===== src/verilog/kicker_map_pkg.sv =====
//############################################################
// kicker I/O map: bus types, region decode codes and the
// bit ordering of the cabinet and DIP read bytes
//############################################################
`default_nettype none

package kicker_map_pkg;

    typedef logic [13:0] io_addr_t;   // byte address inside the I/O page
    typedef logic [7:0]  io_data_t;
    typedef logic [2:0]  io_region_t;

    // region field is adr[13:11], sub-page is adr[10:8]
    localparam io_region_t region_ctrl     = 3'd0;
    localparam io_region_t region_snd_data = 3'd1;
    localparam io_region_t region_pal      = 3'd3;

    localparam io_region_t sub_ctrl    = 3'd0;
    localparam io_region_t sub_trigger = 3'd3;
    localparam io_region_t sub_dip_b   = 3'd5;
    localparam io_region_t sub_dip_c   = 3'd6;
    localparam io_region_t sub_cabinet = 3'd7;

    // cabinet selector, adr[1:0]
    localparam logic [1:0] cab_system = 2'd0;
    localparam logic [1:0] cab_joy1   = 2'd1;
    localparam logic [1:0] cab_joy2   = 2'd2;
    localparam logic [1:0] cab_dip_a  = 2'd3;

    localparam int ctrl_flip    = 0;
    localparam int ctrl_firq_en = 1;
    localparam int ctrl_irq_en  = 2;

    localparam io_data_t unmapped_byte = 8'hff;

    function automatic io_data_t system_byte(logic [1:0] start, logic service, logic [1:0] coin);
        return {3'b111, start, service, coin};
    endfunction

    // joystick directions are swapped in pairs in the read byte
    function automatic io_data_t joy_byte(logic [5:0] joy);
        return {2'b11, joy[5:4], joy[2], joy[3], joy[0], joy[1]};
    endfunction

endpackage

`default_nettype wire


===== src/verilog/psg_pkg.sv =====
//############################################################
// sound generator types, command byte layout and the
// attenuation to amplitude table
//############################################################
`default_nettype none

package psg_pkg;

    typedef logic [9:0] psg_sample_t;   // sum of four channels
    typedef logic [7:0] psg_level_t;
    typedef logic [9:0] psg_period_t;
    typedef logic [3:0] psg_atten_t;
    typedef logic [7:0] psg_byte_t;
    typedef logic [2:0] psg_busy_t;

    // layout of a latch byte, a data byte only uses bits 5..0
    typedef struct packed {
        logic       latch;
        logic [1:0] chan;
        logic       vol;
        logic [3:0] data;
    } psg_latch_t;

    localparam psg_busy_t psg_busy_ticks = 3'd4;

    // roughly 2 dB per step, last one is off
    localparam psg_level_t psg_atten_table [16] = '{
        8'd255, 8'd203, 8'd161, 8'd128, 8'd102, 8'd81, 8'd64, 8'd51,
        8'd40,  8'd32,  8'd26,  8'd20,  8'd16,  8'd13, 8'd10, 8'd0
    };

endpackage

`default_nettype wire

===== src/verilog/psg_bus_if.sv =====
//############################################################
// write path from the I/O decoder to the sound chip array
//############################################################
`timescale 1ns/1ps
`default_nettype none

interface psg_bus_if #(
    parameter int N_PSG = 2
);
    import psg_pkg::*;

    logic             wr;      // one cycle strobe
    logic [N_PSG-1:0] sel;
    psg_byte_t        data;
    wire  [N_PSG-1:0] ready;   // each chip drives its own bit

    modport ctrl (output wr, sel, data, input ready);
    modport chip (input wr, sel, data, output ready);

endinterface

`default_nettype wire


===== src/verilog/kicker_io_decode.sv =====
//############################################################
// Wishbone slave for the I/O page: decode, read mux,
// configuration latches and sound chip write control
//############################################################
`timescale 1ns/1ps
`default_nettype none

module kicker_io_decode #(
    parameter int N_PSG = 2
) (
    input  logic                      clk,
    input  logic                      rst,
    input  logic                      wb_cyc,
    input  logic                      wb_stb,
    input  logic                      wb_we,
    input  kicker_map_pkg::io_addr_t  wb_adr,
    input  kicker_map_pkg::io_data_t  wb_dat_w,
    output kicker_map_pkg::io_data_t  wb_dat_r,
    output logic                      wb_ack,
    input  logic [1:0]                start_button,
    input  logic [1:0]                coin_input,
    input  logic                      service,
    input  logic [5:0]                joystick1,
    input  logic [5:0]                joystick2,
    input  kicker_map_pkg::io_data_t  dipsw_a,
    input  kicker_map_pkg::io_data_t  dipsw_b,
    input  logic [3:0]                dipsw_c,
    output logic                      flip,
    output logic                      irq_en,
    output logic                      firq_en,
    output logic [2:0]                pal_sel,
    psg_bus_if.ctrl                   psg
);
    import kicker_map_pkg::*;

    typedef enum logic {st_idle, st_wait_ready} state_t;

    state_t           state;
    io_region_t       region;
    io_region_t       sub_page;
    logic [2:0]       chip_idx;
    logic             start;
    logic             is_ctrl;
    logic             is_trig;
    logic             is_data;
    logic             is_pal;
    logic             chip_ok;
    logic             chip_ready;
    logic [N_PSG-1:0] sel;
    io_data_t         chip_byte;
    io_data_t         rd_byte;
    io_data_t         data_latch [N_PSG];

    assign region   = wb_adr[13:11];
    assign sub_page = wb_adr[10:8];
    assign chip_idx = wb_adr[2:0];

    assign start   = wb_cyc && wb_stb && !wb_ack && state == st_idle;
    assign is_ctrl = region == region_ctrl && sub_page == sub_ctrl;
    assign is_trig = region == region_ctrl && sub_page == sub_trigger;
    assign is_data = region == region_snd_data;
    assign is_pal  = region == region_pal;
    assign chip_ok = int'(chip_idx) < N_PSG;

    // one-hot chip select and the byte waiting in its latch
    always_comb begin
        sel       = '0;
        chip_byte = '0;
        for (int i = 0; i < N_PSG; i++) begin
            if (chip_idx == 3'(i)) begin
                sel[i]    = 1'b1;
                chip_byte = data_latch[i];
            end
        end
    end

    assign chip_ready = |(psg.ready & sel);
    assign psg.sel    = sel;
    assign psg.data   = chip_byte;
    assign psg.wr     = state == st_wait_ready && chip_ready;

    always_comb begin
        rd_byte = unmapped_byte;
        if (region == region_ctrl) begin
            case (sub_page)
                sub_dip_b: rd_byte = dipsw_b;
                sub_dip_c: rd_byte = {4'hf, dipsw_c};
                sub_cabinet: begin
                    case (wb_adr[1:0])
                        cab_system: rd_byte = system_byte(start_button, service, coin_input);
                        cab_joy1:   rd_byte = joy_byte(joystick1);
                        cab_joy2:   rd_byte = joy_byte(joystick2);
                        cab_dip_a:  rd_byte = dipsw_a;
                    endcase
                end
                default: rd_byte = unmapped_byte;
            endcase
        end
    end

    always_ff @(posedge clk or posedge rst) begin
        if (rst) begin
            state   <= st_idle;
            wb_ack  <= 1'b0;
            flip    <= 1'b0;
            irq_en  <= 1'b0;
            firq_en <= 1'b0;
            pal_sel <= '0;
        end else begin
            wb_ack <= 1'b0;
            case (state)
                st_idle: begin
                    if (start) begin
                        if (is_trig && wb_we && chip_ok) begin
                            state <= st_wait_ready;   // ack once the chip takes it
                        end else begin
                            wb_ack <= 1'b1;
                        end
                        if (wb_we && is_ctrl) begin
                            flip    <= wb_dat_w[ctrl_flip];
                            firq_en <= wb_dat_w[ctrl_firq_en];
                            irq_en  <= wb_dat_w[ctrl_irq_en];
                        end
                        if (wb_we && is_pal) begin
                            pal_sel <= wb_dat_w[2:0];
                        end
                    end
                end
                st_wait_ready: begin
                    if (chip_ready) begin
                        state  <= st_idle;
                        wb_ack <= 1'b1;
                    end
                end
                default: state <= st_idle;
            endcase
        end
    end

    always_ff @(posedge clk) begin
        if (start) begin
            wb_dat_r <= rd_byte;
        end
        for (int i = 0; i < N_PSG; i++) begin
            if (start && wb_we && is_data && chip_idx == 3'(i)) begin
                data_latch[i] <= wb_dat_w;
            end
        end
    end

endmodule

`default_nettype wire


===== src/verilog/kicker_irq.sv =====
//############################################################
// vblank and V16 interrupt requests, edge set and cleared
// while the enable bit is low
//############################################################
`timescale 1ns/1ps
`default_nettype none

module kicker_irq (
    input  logic clk,
    input  logic rst,
    input  logic lvbl,
    input  logic v16,
    input  logic irq_en,
    input  logic firq_en,
    output logic irq_n,
    output logic firq_n
);
    logic lvbl_s;
    logic lvbl_l;
    logic v16_s;
    logic v16_l;
    logic irq_req;
    logic firq_req;

    always_ff @(posedge clk or posedge rst) begin
        if (rst) begin
            lvbl_s   <= 1'b1;   // idle levels, no edge out of reset
            lvbl_l   <= 1'b1;
            v16_s    <= 1'b0;
            v16_l    <= 1'b0;
            irq_req  <= 1'b0;
            firq_req <= 1'b0;
        end else begin
            lvbl_s <= lvbl;
            lvbl_l <= lvbl_s;
            v16_s  <= v16;
            v16_l  <= v16_s;
            // writing a zero enable acts as the acknowledge
            if (!irq_en) begin
                irq_req <= 1'b0;
            end else if (lvbl_l && !lvbl_s) begin
                irq_req <= 1'b1;
            end
            if (!firq_en) begin
                firq_req <= 1'b0;
            end else if (!v16_l && v16_s) begin
                firq_req <= 1'b1;
            end
        end
    end

    assign irq_n  = ~irq_req;
    assign firq_n = ~firq_req;

endmodule

`default_nettype wire


===== src/verilog/kicker_sound_io.sv =====
//############################################################
// I/O and sound section top: decoder, interrupts,
// sound chip array and mixer
//############################################################
`timescale 1ns/1ps
`default_nettype none

module kicker_sound_io #(
    parameter int         N_PSG    = 2,
    parameter logic [7:0] MIX_GAIN = 8'h10
) (
    input  logic                     clk,
    input  logic                     rst,
    input  logic                     wb_cyc,
    input  logic                     wb_stb,
    input  logic                     wb_we,
    input  kicker_map_pkg::io_addr_t wb_adr,
    input  kicker_map_pkg::io_data_t wb_dat_w,
    output kicker_map_pkg::io_data_t wb_dat_r,
    output logic                     wb_ack,
    input  logic                     lvbl,
    input  logic                     v16,
    input  logic [1:0]               start_button,
    input  logic [1:0]               coin_input,
    input  logic                     service,
    input  logic [5:0]               joystick1,
    input  logic [5:0]               joystick2,
    input  kicker_map_pkg::io_data_t dipsw_a,
    input  kicker_map_pkg::io_data_t dipsw_b,
    input  logic [3:0]               dipsw_c,
    input  logic                     psg_cen,
    output logic                     flip,
    output logic [2:0]               pal_sel,
    output logic                     irq_n,
    output logic                     firq_n,
    output logic signed [15:0]       snd,
    output logic                     sample,
    output logic                     peak
);
    import psg_pkg::*;

    logic                        irq_en;
    logic                        firq_en;
    psg_sample_t [N_PSG-1:0]     chip_snd;

    psg_bus_if #(.N_PSG(N_PSG)) psg ();

    kicker_io_decode #(.N_PSG(N_PSG)) u_decode (
        .clk          (clk),
        .rst          (rst),
        .wb_cyc       (wb_cyc),
        .wb_stb       (wb_stb),
        .wb_we        (wb_we),
        .wb_adr       (wb_adr),
        .wb_dat_w     (wb_dat_w),
        .wb_dat_r     (wb_dat_r),
        .wb_ack       (wb_ack),
        .start_button (start_button),
        .coin_input   (coin_input),
        .service      (service),
        .joystick1    (joystick1),
        .joystick2    (joystick2),
        .dipsw_a      (dipsw_a),
        .dipsw_b      (dipsw_b),
        .dipsw_c      (dipsw_c),
        .flip         (flip),
        .irq_en       (irq_en),
        .firq_en      (firq_en),
        .pal_sel      (pal_sel),
        .psg          (psg.ctrl)
    );

    kicker_irq u_irq (
        .clk     (clk),
        .rst     (rst),
        .lvbl    (lvbl),
        .v16     (v16),
        .irq_en  (irq_en),
        .firq_en (firq_en),
        .irq_n   (irq_n),
        .firq_n  (firq_n)
    );

    for (genvar i = 0; i < N_PSG; i++) begin : g_psg
        psg_core #(.CHIP_ID(i)) u_psg (
            .clk     (clk),
            .rst     (rst),
            .psg_cen (psg_cen),
            .bus     (psg.chip),
            .sample  (chip_snd[i])
        );
    end

    psg_mixer #(.N_PSG(N_PSG), .MIX_GAIN(MIX_GAIN)) u_mixer (
        .clk     (clk),
        .rst     (rst),
        .psg_cen (psg_cen),
        .chan    (chip_snd),
        .snd     (snd),
        .sample  (sample),
        .peak    (peak)
    );

endmodule

`default_nettype wire


===== src/verilog/psg_core.sv =====
//############################################################
// SN76489 style sound generator: three tones, one noise
// channel, attenuation and a busy time after each write
//############################################################
`timescale 1ns/1ps
`default_nettype none

module psg_core #(
    parameter int CHIP_ID = 0
) (
    input  logic                 clk,
    input  logic                 rst,
    input  logic                 psg_cen,
    psg_bus_if.chip              bus,
    output psg_pkg::psg_sample_t sample
);
    import psg_pkg::*;

    psg_period_t period [3];
    psg_period_t tone_cnt [3];
    logic [2:0]  tone_out;
    logic [2:0]  tone_wrap;
    psg_atten_t  atten [4];
    logic [2:0]  noise_ctrl;   // bit 2 white noise, 1..0 rate
    logic [1:0]  last_chan;
    logic        last_vol;
    logic [14:0] lfsr;
    logic [5:0]  noise_div;
    logic        noise_tick;
    logic        noise_fb;
    logic        write;
    psg_latch_t  cmd;
    psg_busy_t   busy_cnt;
    logic [3:0]  chan_on;

    assign write = bus.wr & bus.sel[CHIP_ID];
    assign cmd   = bus.data;
    assign bus.ready[CHIP_ID] = busy_cnt == '0;

    always_ff @(posedge clk or posedge rst) begin
        if (rst) begin
            for (int i = 0; i < 3; i++) begin
                period[i] <= '0;
            end
            for (int i = 0; i < 4; i++) begin
                atten[i] <= 4'hf;   // all channels silent
            end
            noise_ctrl <= '0;
            last_chan  <= '0;
            last_vol   <= 1'b0;
        end else if (write) begin
            if (cmd.latch) begin
                last_chan <= cmd.chan;
                last_vol  <= cmd.vol;
                if (cmd.vol) begin
                    atten[cmd.chan] <= cmd.data;
                end else if (cmd.chan == 2'd3) begin
                    noise_ctrl <= cmd.data[2:0];
                end else begin
                    period[cmd.chan][3:0] <= cmd.data;
                end
            end else if (!last_vol && last_chan != 2'd3) begin
                period[last_chan][9:4] <= bus.data[5:0];   // upper period bits
            end
        end
    end

    always_comb begin
        for (int i = 0; i < 3; i++) begin
            tone_wrap[i] = period[i] > 10'd1 && tone_cnt[i] >= period[i] - 10'd1;
        end
    end

    always_ff @(posedge clk or posedge rst) begin
        if (rst) begin
            for (int i = 0; i < 3; i++) begin
                tone_cnt[i] <= '0;
            end
            tone_out <= '1;
        end else if (psg_cen) begin
            for (int i = 0; i < 3; i++) begin
                if (period[i] < 10'd2) begin
                    tone_cnt[i] <= '0;
                    tone_out[i] <= 1'b1;   // period 0 or 1 holds high
                end else if (tone_wrap[i]) begin
                    tone_cnt[i] <= '0;
                    tone_out[i] <= ~tone_out[i];
                end else begin
                    tone_cnt[i] <= tone_cnt[i] + 10'd1;
                end
            end
        end
    end

    always_comb begin
        case (noise_ctrl[1:0])
            2'd0:    noise_tick = noise_div[3:0] == '1;
            2'd1:    noise_tick = noise_div[4:0] == '1;
            2'd2:    noise_tick = noise_div == '1;
            default: noise_tick = tone_wrap[2] & ~tone_out[2];   // follows tone 2
        endcase
    end

    assign noise_fb = noise_ctrl[2] ? lfsr[0] ^ lfsr[1] : lfsr[0];

    always_ff @(posedge clk or posedge rst) begin
        if (rst) begin
            lfsr      <= 15'h4000;
            noise_div <= '0;
        end else begin
            if (psg_cen) begin
                noise_div <= noise_div + 6'd1;
            end
            if (write && cmd.latch && !cmd.vol && cmd.chan == 2'd3) begin
                lfsr <= 15'h4000;   // new noise mode restarts the shifter
            end else if (psg_cen && noise_tick) begin
                lfsr <= {noise_fb, lfsr[14:1]};
            end
        end
    end

    assign chan_on = {lfsr[0], tone_out};

    always_comb begin
        sample = '0;
        for (int i = 0; i < 4; i++) begin
            if (chan_on[i]) begin
                sample = sample + psg_sample_t'(psg_atten_table[atten[i]]);
            end
        end
    end

    always_ff @(posedge clk or posedge rst) begin
        if (rst) begin
            busy_cnt <= '0;
        end else if (write) begin
            busy_cnt <= psg_busy_ticks;
        end else if (psg_cen && busy_cnt != '0) begin
            busy_cnt <= busy_cnt - 3'd1;
        end
    end

endmodule

`default_nettype wire


===== src/verilog/psg_mixer.sv =====
//############################################################
// sound mixer: sums the chips, applies a 4.4 gain and
// saturates with a peak flag
//############################################################
`timescale 1ns/1ps
`default_nettype none

module psg_mixer #(
    parameter int         N_PSG    = 2,
    parameter logic [7:0] MIX_GAIN = 8'h10
) (
    input  logic                             clk,
    input  logic                             rst,
    input  logic                             psg_cen,
    input  psg_pkg::psg_sample_t [N_PSG-1:0] chan,
    output logic signed [15:0]               snd,
    output logic                             sample,
    output logic                             peak
);
    logic [12:0] sum;      // room for eight chips
    logic [20:0] scaled;
    logic        over;

    always_comb begin
        sum = '0;
        for (int i = 0; i < N_PSG; i++) begin
            sum = sum + 13'(chan[i]);
        end
    end

    assign scaled = 21'(sum) * 21'(MIX_GAIN);
    assign over   = |scaled[20:19];   // above 32767 after the shift

    always_ff @(posedge clk or posedge rst) begin
        if (rst) begin
            snd    <= '0;
            peak   <= 1'b0;
            sample <= 1'b0;
        end else begin
            sample <= psg_cen;
            if (psg_cen) begin
                snd  <= over ? 16'sh7fff : signed'({1'b0, scaled[18:4]});
                peak <= over;
            end
        end
    end

endmodule

`default_nettype wire


===== config.mk =====
export PLATFORM = sky130hd
export DESIGN_NAME = kicker_sound_io
export DESIGN_NICKNAME = d
export VERILOG_FILES = /design/src/verilog/kicker_map_pkg.sv /design/src/verilog/psg_pkg.sv /design/src/verilog/psg_bus_if.sv /design/src/verilog/kicker_io_decode.sv /design/src/verilog/kicker_irq.sv /design/src/verilog/kicker_sound_io.sv /design/src/verilog/psg_core.sv /design/src/verilog/psg_mixer.sv
export SDC_FILE = /design/constraint.sdc
export NUM_CORES = 1
export LEC_CHECK = 0
export BUFFER_PORTS_ARGS = -buffer_cell sky130_fd_sc_hd__clkbuf_2
export CAP_MARGIN = 40
export CORE_MARGIN = 5
export CORE_UTILIZATION = 40
export DETAILED_ROUTE_END_ITERATION = 10
export GPL_TIMING_DRIVEN = 0
export PLACE_DENSITY = 0.6
export SLEW_MARGIN = 25
export SYNTH_ARGS = -nofsm -noshare
export SYNTH_HDL_FRONTEND = slang
export SYNTH_SLANG_ARGS = --single-unit

===== constraint.sdc =====
create_clock -name clk -period 8.9 [get_ports clk]
set_clock_uncertainty 0.05 [all_clocks]
set_input_delay 0.89 -clock clk [delete_from_list [all_inputs] [get_ports clk]]
set_output_delay 0.89 -clock clk [all_outputs]
set_load 0.02 [all_outputs]

==> results.yml, run 1 <==
grt:
  grt_use_total_pct: 18.48
  grt_pass1_vias: 14560
  grt_max_degree: 99
  grt-ovfl-total: 0
  grt_pass1_wl_um: 77180
  antenna_found_initial: 2
routing:
  first_pass_iters: 7
  vias: 14790
  vias_per_cell: 5.454
  dr.first_iter.drc_count: 829
  antenna_left: 0
  totalWireLength_um: 47500
  drc: 0
  wl_per_cell_um: 17.51
synthesis:
  synth_xor_area_share_pct: 5.528
  syn_avg_cell_area_um2: 9.521
  synth_edf_count: 24
  synth_top_family_by_area: "compound AO/OA/AOI/OAI gates"
  synth_mux_area_share_pct: 9.584
  yosysUniqueCellTypes: 78
  ys_seq_elements: 268
  synth_adder_area_share_pct: 12.90
  synthFlopType: "dfrtp_1"
  synth_compound_area_share_pct: 16.17
  async_flop_share_pct: 91.04
  ys_seq_area_share_pct: 37.11
  synth_area_um2: 18540
  syn-instance-count: 1947
  yosys.area_share.simple_pct: 15.36
  yosysWarnings: 0
sta:
  timing.slew.headroom_pct: 43.41
  hold_viol: 0
  slew_violations: 0
  period_minus_slack_ns: 6.783
  whs_ns: 0.2996
  layout_worst_path_cycle_share_pct: 76.21
  worst_slew_pin_slew_ns: 0.8457
  fmax_ghz: 0.1474
  rsz0062_at_grt: "false"
  setup_viol: 0
  setup_tns_ns: 0
clock_network:
  ctsResizeCount: 0
  cts_setup_buffers: 0
  htreeDepth: 1
  numCtsBuffers: 31
  cts_tree: "yes"
  cts_root_buf: "clkbuf_16"
  cts_hold_buf: 0
  worst_skew_pair.late_latency_ns: 0.58
  clk_path_buf_depth: 3
  clkSinkCount: 268
  clk_pin_slew_ns: 0.06
setup_path:
  cp-start-kind: "flip-flop"
  cp-end-kind: "flip-flop"
  cpPeakStageDelay_ns: 0.59
  path_class: "reg -> reg"
  cp_top_family: "compound AO/OA/AOI/OAI gates"
  cpMostUsedCell: "ha_1"
  cp_max_fo: 7
  crit_buf_inv: 1
  cp.required_ns: 9.30
  worstPathArrival_ns: 7.19
  slowest_stage: "dfstp_2"
layout:
  insertedDiodeCount: 0
  areaGrowthSynthToFinish_pct: 13.49
  mostFrequentLayoutCells: "202 x dfrtp_1, 181 x nor2_1, 180 x ha_1, 176 x o21ai_0, 130 x nand2_1"
  final_layout_size_suffix_gt1_share_pct: 16.57
  finalNetCount: 2341
  fillers: 4324
  fin_cells: 2712
  final_common_cell: "dfrtp_1"
floorplan:
  core_um2: 45580
  initial_core_util_pct: 40.67
  num_io_pins: 100
  fp.dieH_um: 225.3
  die-area_um2: 50750
  num_rows: 78
  die_w_um: 225.3
placement:
  placed_cells: 2654
  place_hpwl_um: 36030
  io_buffers: 87
  gp_congestion: 0.8451
job:
  drv_cap: 0
worst_hold_path:
  worst_hold_path_type: "in -> async"
power:
  powerDensity_nw_per_um2: 195.5
  power.leakage_nw: 9.534
  irDropWorstVdd_v: 0.0001637
run_status:
  status: "finished clean"
power by group:
part / internal (mW) / switching, mW
clock network: 0.791 / 0.544
logic: 0.543 / 0.726
registers: 1.38 / 0.127
total: 2.71 / 1.40
metrics by stage:
stage               worst slack, ns  util (%)  power [mW]  instance area [um2]
detailed placement            2.188     43.81       2.792                19970
global route                  1.677     46.16       4.379                21040
finish                        2.117     46.16       4.112                21040
floorplan                     1.328         -       2.435                18560
CTS                           2.175     46.16       4.149                21040
global placement             -1.572     43.32       2.743                19740
worst register-to-register path, delay by kind of cell, from the launching register on:
family          cells  cell delay (ns)
mux                 3             0.80
flops               1             0.59
xor+xnor            3             0.32
compound gates     14             2.59
buf+inv             1             0.11
fa+ha+maj           5             1.52
simple gates        3             0.68
worst paths after layout:
kind / from / to / slack, ns / depth (start not counted)
min in group clk: u_irq.lvbl_s / u_irq.lvbl_l / 0.31 / 0
worst min register to register: u_irq.lvbl_s / u_irq.lvbl_l / 0.31 / 0
worst max-delay path: g_psg[1].u_psg.atten[13] / u_mixer.snd[9] / 2.12 / 29
max in group asynchronous: rst / g_psg[1].u_psg.lfsr[14] / 7.62 / 3
worst min-delay path: rst / g_psg[0].u_psg.tone_cnt[16] / 0.30 / 2
worst max register to register: g_psg[1].u_psg.atten[13] / u_mixer.snd[9] / 2.12 / 29
cells in the mapped netlist, types with 7 or more instances:
cell	number	area share (%)
dfrtp_1	202	27
nor2_1	181	3.7
ha_1	180	12
o21ai_0	176	4.8
nand2_1	130	2.6
mux2_2	114	6.9
a21oi_1	90	2.4
xnor2_1	79	3.7
clkbuf_1	69	1.4
inv_1	69	1.4
nand3_1	69	1.9
nor3_1	43	1.2
dfstp_2	42	6.0
mux2i_1	38	2.1
xor2_1	38	1.8
a211oi_1	36	1.5
o21a_1	34	1.4
nand2b_1	30	1.0
a21o_1	25	1.0
edfxtp_1	24	3.9
and3_1	22	0.74
nor2b_1	22	0.74
nor4_1	15	0.51
nand3b_1	14	0.57
o2bb2ai_1	14	0.66
o31ai_1	13	0.53
o211ai_1	10	0.40
o31a_1	10	0.47
or3_1	10	0.34
nand4_1	9	0.30
a31oi_1	8	0.27
nor3b_1	8	0.32
and2_1	7	0.24
buf_4	7	0.28
fa_1	7	0.76
metal layers:
layer | wire, um | GRT usage (%) | vias to the layer above
li1 | - | - | 7293
met1 | 22390 | 25.79 | 7162
met2 | 22150 | 30.78 | 250
met3 | 1752 | 2.084 | 82
met4 | 1170 | 4.764 | 4
met5 | 27 | 0 | -
registers in the layout (all words and copies together) (netlist names), 2 cells and up:
signal	cells
g_psg.u_psg.busy_cnt	6
u_decode.wb_dat_r	8
g_psg.u_psg.atten	32
g_psg.u_psg.noise_ctrl	6
g_psg.u_psg.last_chan	4
g_psg.u_psg.tone_out	6
g_psg.u_psg.last_vol	2
u_decode.pal_sel	3
g_psg.u_psg.tone_cnt	60
g_psg.u_psg.noise_div	12
g_psg.u_psg.lfsr	30
u_mixer.snd	11
u_decode.data_latch	16
g_psg.u_psg.period	60
final cells by class:
class                      count  area, um2  area share, %
buffer                        83      350.3          1.665
clock buffer                  37      838.3          3.985
clock inverter                21      232.7          1.106
inverter                      71      274.0          1.302
multi-input combinational   1530      11080          52.65
sequential                   268       6879          32.70
tap                          600      750.7          3.568
timing repair buffer         102      636.9          3.027
cells by family (layout without fill, tap and decap cells):
group	after synthesis	in the layout
multiplexers	157	157
flip-flops	268	268
other	1	6
buffers and inverters	154	314
adder cells (fa/ha/maj)	187	187
XOR/XNOR	117	117
AO/OA/AOI/OAI	476	476
AND/OR/NAND/NOR	587	587
Note: power is estimated with default switching activity, not from simulation.
==> inputs of run 2 (changes only) <==
Clock period 8.9 ns to 6.8 ns, I/O delays scaled along.
==> run 2 against run 1 <==
  * Global-route usage increased by 0.35 points
  * Sequential power increased by 30%
  * Total power increased by 34%
  * Count of clock-buffer cells in the layout increased by 12
  * Non-clock buffer count increased by 7
  * Routed wire length increased by 0.33%
  * Setup slack got worse by 1.8 ns
  * Die area unchanged
  * Combinational power increased by 29%
  * Flip-flop and latch count unchanged
  * Critical path depth decreased by 2
  * Via count increased by 0.67%
  * Highest routed layer is now met4
==> results.yml, run 2 (same netlist as run 1, synthesis figures left out) <==
power:
  powerDensity_nw_per_um2: 257.9
  irDropWorstVdd_v: 0.0001898
  power.leakage_nw: 9.639
layout:
  final_common_cell: "dfrtp_1"
  reg_top3: "g_psg.u_psg.period: 60 flops, g_psg.u_psg.tone_cnt: 60 flops, g_psg.u_psg.atten: 32 flops"
  final_layout_size_suffix_gt1_share_pct: 17.10
  areaGrowthSynthToFinish_pct: 14.95
  finalNetCount: 2351
  insertedDiodeCount: 0
  mostFrequentLayoutCells: "202 x dfrtp_1, 181 x nor2_1, 180 x ha_1, 175 x o21ai_0, 130 x nand2_1"
  fillers: 4238
sta:
  hold_viol: 0
  setup_viol: 0
  setup_slack_ns: 0.3673
  setup_tns_ns: 0
  rsz0062_at_grt: "false"
  worst_slew_pin_slew_ns: 0.7997
  timing.slew.headroom_pct: 46.69
  period_minus_slack_ns: 6.433
  layout_worst_path_cycle_share_pct: 94.60
  slew_violations: 0
  fmax_ghz: 0.1555
  whs_ns: 0.1262
clock_network:
  cts_hold_buf: 0
  cts_tree: "yes"
  worst_skew_pair.late_latency_ns: 0.56
  clkSinkCount: 268
  numCtsBuffers: 34
  clk_path_buf_depth: 3
  htreeDepth: 2
  clk_pin_slew_ns: 0.06
  cts_root_buf: "clkbuf_16"
routing:
  wl_per_cell_um: 17.50
  antenna_left: 0
  dr.first_iter.drc_count: 966
  drc: 0
  first_pass_iters: 5
  vias: 14890
  vias_per_cell: 5.468
  totalWireLength_um: 47660
grt:
  antenna_found_initial: 0
  grt_max_degree: 32
  grt_use_total_pct: 18.84
  grt_pass1_wl_um: 77940
  grt-ovfl-total: 0
  grt_pass1_vias: 14560
placement:
  gp_congestion: 0.8527
  pre_cts_slack_ns: 0.1954
  place_hpwl_um: 36330
  io_buffers: 87
setup_path:
  cp_max_fo: 7
  cp-start-kind: "flip-flop"
  cp-end-kind: "flip-flop"
  cpMostUsedCell: "ha_1"
  slowest_stage: "dfstp_2"
  path_class: "reg -> reg"
  cpPeakStageDelay_ns: 0.60
  worstPathArrival_ns: 6.81
  cp.required_ns: 7.18
floorplan:
  die_w_um: 225.3
  fp.dieH_um: 225.3
  num_io_pins: 100
  initial_core_util_pct: 40.67
  num_rows: 78
  die-area_um2: 50750
  core_um2: 45580
job:
  drv_cap: 0
worst_hold_path:
  worst_hold_path_type: "in -> async"
run_status:
  status: "finished clean"
## run 2: layer usage
layer  track usage, %  part of all wire (%)  up-vias
li1                 -                     -     7322
met1            25.96                    47     7197
met2            30.63                    46      289
met3            2.735                   4.4       82
met4            6.189                   2.8        0
met5                0                     0        -
## run 2: timing repair
action,CTS,global route
gates resized for setup,0,14
setup endpoints to repair,0,3
buffers inserted,0,2
## run 2: through the flow
stage	instances	utilization [%]	area [um2]	power [mW]
global route	2723	46.76	21310	5.840
detailed placement	2659	44.08	20090	3.637
global placement	2639	43.33	19750	3.570
finish	2723	46.76	21310	5.495
CTS	2721	46.65	21260	5.553
floorplan	1952	-	18560	3.187
## run 2: final timing paths
check / start / endpoint / slack (ns) / depth (start not counted)
max in group asynchronous: rst / g_psg[0].u_psg.lfsr[14] / 5.09 / 7
max: g_psg[1].u_psg.atten[13] / u_mixer.snd[9] / 0.37 / 27
max reg2reg: g_psg[1].u_psg.atten[13] / u_mixer.snd[9] / 0.37 / 27
min reg2reg: u_irq.lvbl_s / u_irq.lvbl_l / 0.32 / 0
min in group clk: lvbl / u_irq.lvbl_s / 0.15 / 1
min: rst / g_psg[0].u_psg.busy_cnt[0] / 0.13 / 2
## run 2: area by class of cell
type	count	area [um2]	area share [%]
multi-input cells	1530	11100	52.08
inverters	71	270.3	1.268
clock inverters	13	192.7	0.9042
plain buffers	82	351.6	1.650
flip-flops and latches	268	6879	32.28
well taps	600	750.7	3.523
clock buffers	49	978.4	4.592
repair buffers	110	788.3	3.699
## run 2: power by group
part	switching, mW	total (mW)	internal (mW)
clock	0.744	1.88	1.13
combinational	0.925	1.64	0.719
sequential	0.166	1.97	1.81
## run 2: worst max-delay path, delay by kind of cell, from the launching register on
family / cells / cell delay (ns)
AOI/OAI and AO/OA: 16 / 3.03
adders and majority gates: 5 / 1.59
DFF: 1 / 0.60
muxes: 2 / 0.53
xor gates and xnor gates: 2 / 0.25
and+or+nand+nor: 1 / 0.16
buffers and inverters: 1 / 0.11
==> inputs of run 3 (changes only) <==
Settings changed: CORE_ASPECT_RATIO from default to 1.5.
==> run 3 against run 2 <==
  * Register-to-register slack got worse by 0.17 ns
  * Count of clock-buffer cells in the layout fell by 14
  * Flip-flop and latch count did not move
  * Non-clock buffer count rose by 1
  * Via count barely moved
  * Sequential share of layout area rose by 0.32 points
  * Design area fell by 0.97%
  * Utilization fell by 0.64 points
  * Hold slack got worse by 0.027 ns
  * First-iteration DRC count fell by 32%
  * Largest cell class unchanged
==> results.yml, run 3 (same netlist as run 1, synthesis figures left out) <==
routing:
  totalWireLength_um: 48210
  antenna_left: 0
  vias: 14900
  dr.first_iter.drc_count: 659
  vias_per_cell: 5.518
  wl_per_cell_um: 17.86
  drc: 0
  first_pass_iters: 5
grt:
  grt_pass1_wl_um: 77600
  grt_pass1_vias: 15220
  antenna_found_initial: 0
  grt-ovfl-total: 0
  grt_max_degree: 32
  grt_use_total_pct: 18.82
power:
  swShare_pct: 34.17
  power.leakage_nw: 9.547
  power_frac_comb_pct: 32.5
  p_int_mw: 3.475
  irDropWorstVdd_v: 0.0001795
  p_clk_share_pct: 30.2
  powerDensity_nw_per_um2: 250.2
  p_switching_mw: 1.804
  seqPwrFrac_pct: 37.4
floorplan:
  core_um2: 45760
  initial_core_util_pct: 40.51
  num_io_pins: 100
  fp.dieH_um: 273.7
  die-area_um2: 50840
  num_rows: 96
  die_w_um: 185.8
sta:
  worst_slew_pin_slew_ns: 0.8675
  fmax_ghz: 0.1514
  hold_viol: 0
  timing.slew.headroom_pct: 42.17
  slew_violations: 0
  setup_viol: 0
  period_minus_slack_ns: 6.605
  layout_worst_path_cycle_share_pct: 97.13
  whs_ns: 0.09949
setup_path:
  cp.required_ns: 7.19
  ff2ff_path_depth: 28
  cpMostUsedCell: "ha_1"
  cp-start-kind: "flip-flop"
  cpPeakStageDelay_ns: 0.60
  crit-reg2reg-capture: "u_mixer.snd[9]"
  rr_startpoint: "g_psg[1].u_psg.atten[8]"
  cp-end-kind: "flip-flop"
  setup.reg_to_reg.worst_slack_ns: 0.19
  cp_max_fo: 7
  slowest_stage: "dfstp_2"
  path_class: "reg -> reg"
  worstPathArrival_ns: 7.00
clock_network:
  clkSinkCount: 268
  clk_pin_slew_ns: 0.07
  cts_tree: "yes"
  worst_skew_pair.late_latency_ns: 0.55
  cts_hold_buf: 0
  numCtsBuffers: 27
  htreeDepth: 1
  cts_root_buf: "clkbuf_16"
  clk_path_buf_depth: 3
placement:
  place_hpwl_um: 37860
  io_buffers: 87
  gp_congestion: 0.8682
layout:
  areaGrowthSynthToFinish_pct: 13.84
  final_util_pct: 46.11
  final_common_cell: "dfrtp_1"
  register_area_um2: 6879
  multiInputGateArea_um2: 11150
  mostFrequentLayoutCells: "202 x dfrtp_1, 181 x nor2_1, 179 x ha_1, 175 x o21ai_0, 130 x nand2_1"
  finalNetCount: 2345
  reg_top3: "g_psg.u_psg.period: 60 flops, g_psg.u_psg.tone_cnt: 60 flops, g_psg.u_psg.atten: 32 flops"
  final_layout_size_suffix_gt1_share_pct: 17.38
  insertedDiodeCount: 0
  fillers: 4335
job:
  drv_cap: 0
run_status:
  status: "finished clean"
worst_hold_path:
  worst_hold_path_type: "in -> async"
==> run 3: changes by cell type in the layout (fill, tap and decap cells not counted), moves of 3 or more <==
| cell | change |
|---|---|
| a211oi_2 | +3 |
| clkbuf_16 | -8 |
| a21oi_2 | +3 |
| clkbuf_1 | -6 |
| a21oi_1 | -3 |
| clkinv_2 | +3 |
| buf_4 | +3 |
| a211oi_1 | -3 |
==> run 3: final cells by class <==
cell class,count,share of cell area [%]
plain buffers,82,1.666
clock inverters,15,0.8953
well taps,588,3.486
clock buffers,35,3.581
inverters,71,1.281
repair buffers,111,3.646
multi-input cells,1530,52.85
flip-flops and latches,268,32.60
==> run 3: what timing repair did <==
action,in CTS,in global routing
pin swaps,0,3
gates cloned,0,0
setup buffers,0,5
resized for setup,2,22
endpoints found under the setup margin,2,3
hold endpoints to repair,0,0
==> run 3: power by group through the flow <==
stage / combinational (mW) / clock (mW) / sequential (mW)
2_1_floorplan: 1.21 / 0 / 1.98
3_3_place_gp: 1.62 / 0 / 2.00
3_5_place_dp: 1.69 / 0 / 2.00
4_1_cts: 1.70 / 1.64 / 1.97
5_1_grt: 1.91 / 1.70 / 2.00
6_report: 1.71 / 1.59 / 1.97
==> run 3: critical path, delay by kind of cell (launching register included) <==
kind | cells | cell delay [ns]
flops | 1 | 0.60
fa+ha+maj | 5 | 1.51
buf+inv | 1 | 0.10
simple gates | 2 | 0.30
mux | 3 | 0.82
compound gates | 14 | 2.76
xor+xnor | 3 | 0.36
==> run 3: metal layers <==
metal  vias up  GRT usage [%]  part of all wire (%)
met1      7156          21.16                    39
met2       342          35.43                    53
li1       7288              -                     -
met4         0          8.058                   4.6
met3       113          1.981                   3.7
met5         -              0                     0
==> run 3: per-stage QoR <==
step	cell area, um2	power, mW	worst slack (ns)	setup TNS (ns)	cells
after floorplan	18560	3.187	0.8119	0	1952
after global placement	19730	3.618	-0.01156	-0.01156	2627
after detailed placement	20040	3.690	-0.08037	-0.08037	2646
after CTS	21000	5.314	0.01685	0	2696
after global routing	21100	5.606	-0.01479	-0.01479	2700
final	21100	5.279	0.1950	0	2700
==> run 3: how the worst max path moves through the flow <==
stage | endpoint | slack, ns | start
after floorplan | u_mixer.snd[9] | 0.81 | g_psg[1].u_psg.atten[12]
after global placement | u_mixer.snd[9] | -0.01 | g_psg[1].u_psg.atten[13]
after detailed placement | u_mixer.snd[9] | -0.08 | g_psg[1].u_psg.atten[13]
after CTS | u_mixer.snd[9] | 0.02 | g_psg[1].u_psg.atten[13]
after global routing | u_mixer.snd[9] | -0.01 | g_psg[1].u_psg.atten[8]
final | u_mixer.snd[9] | 0.19 | g_psg[1].u_psg.atten[8]
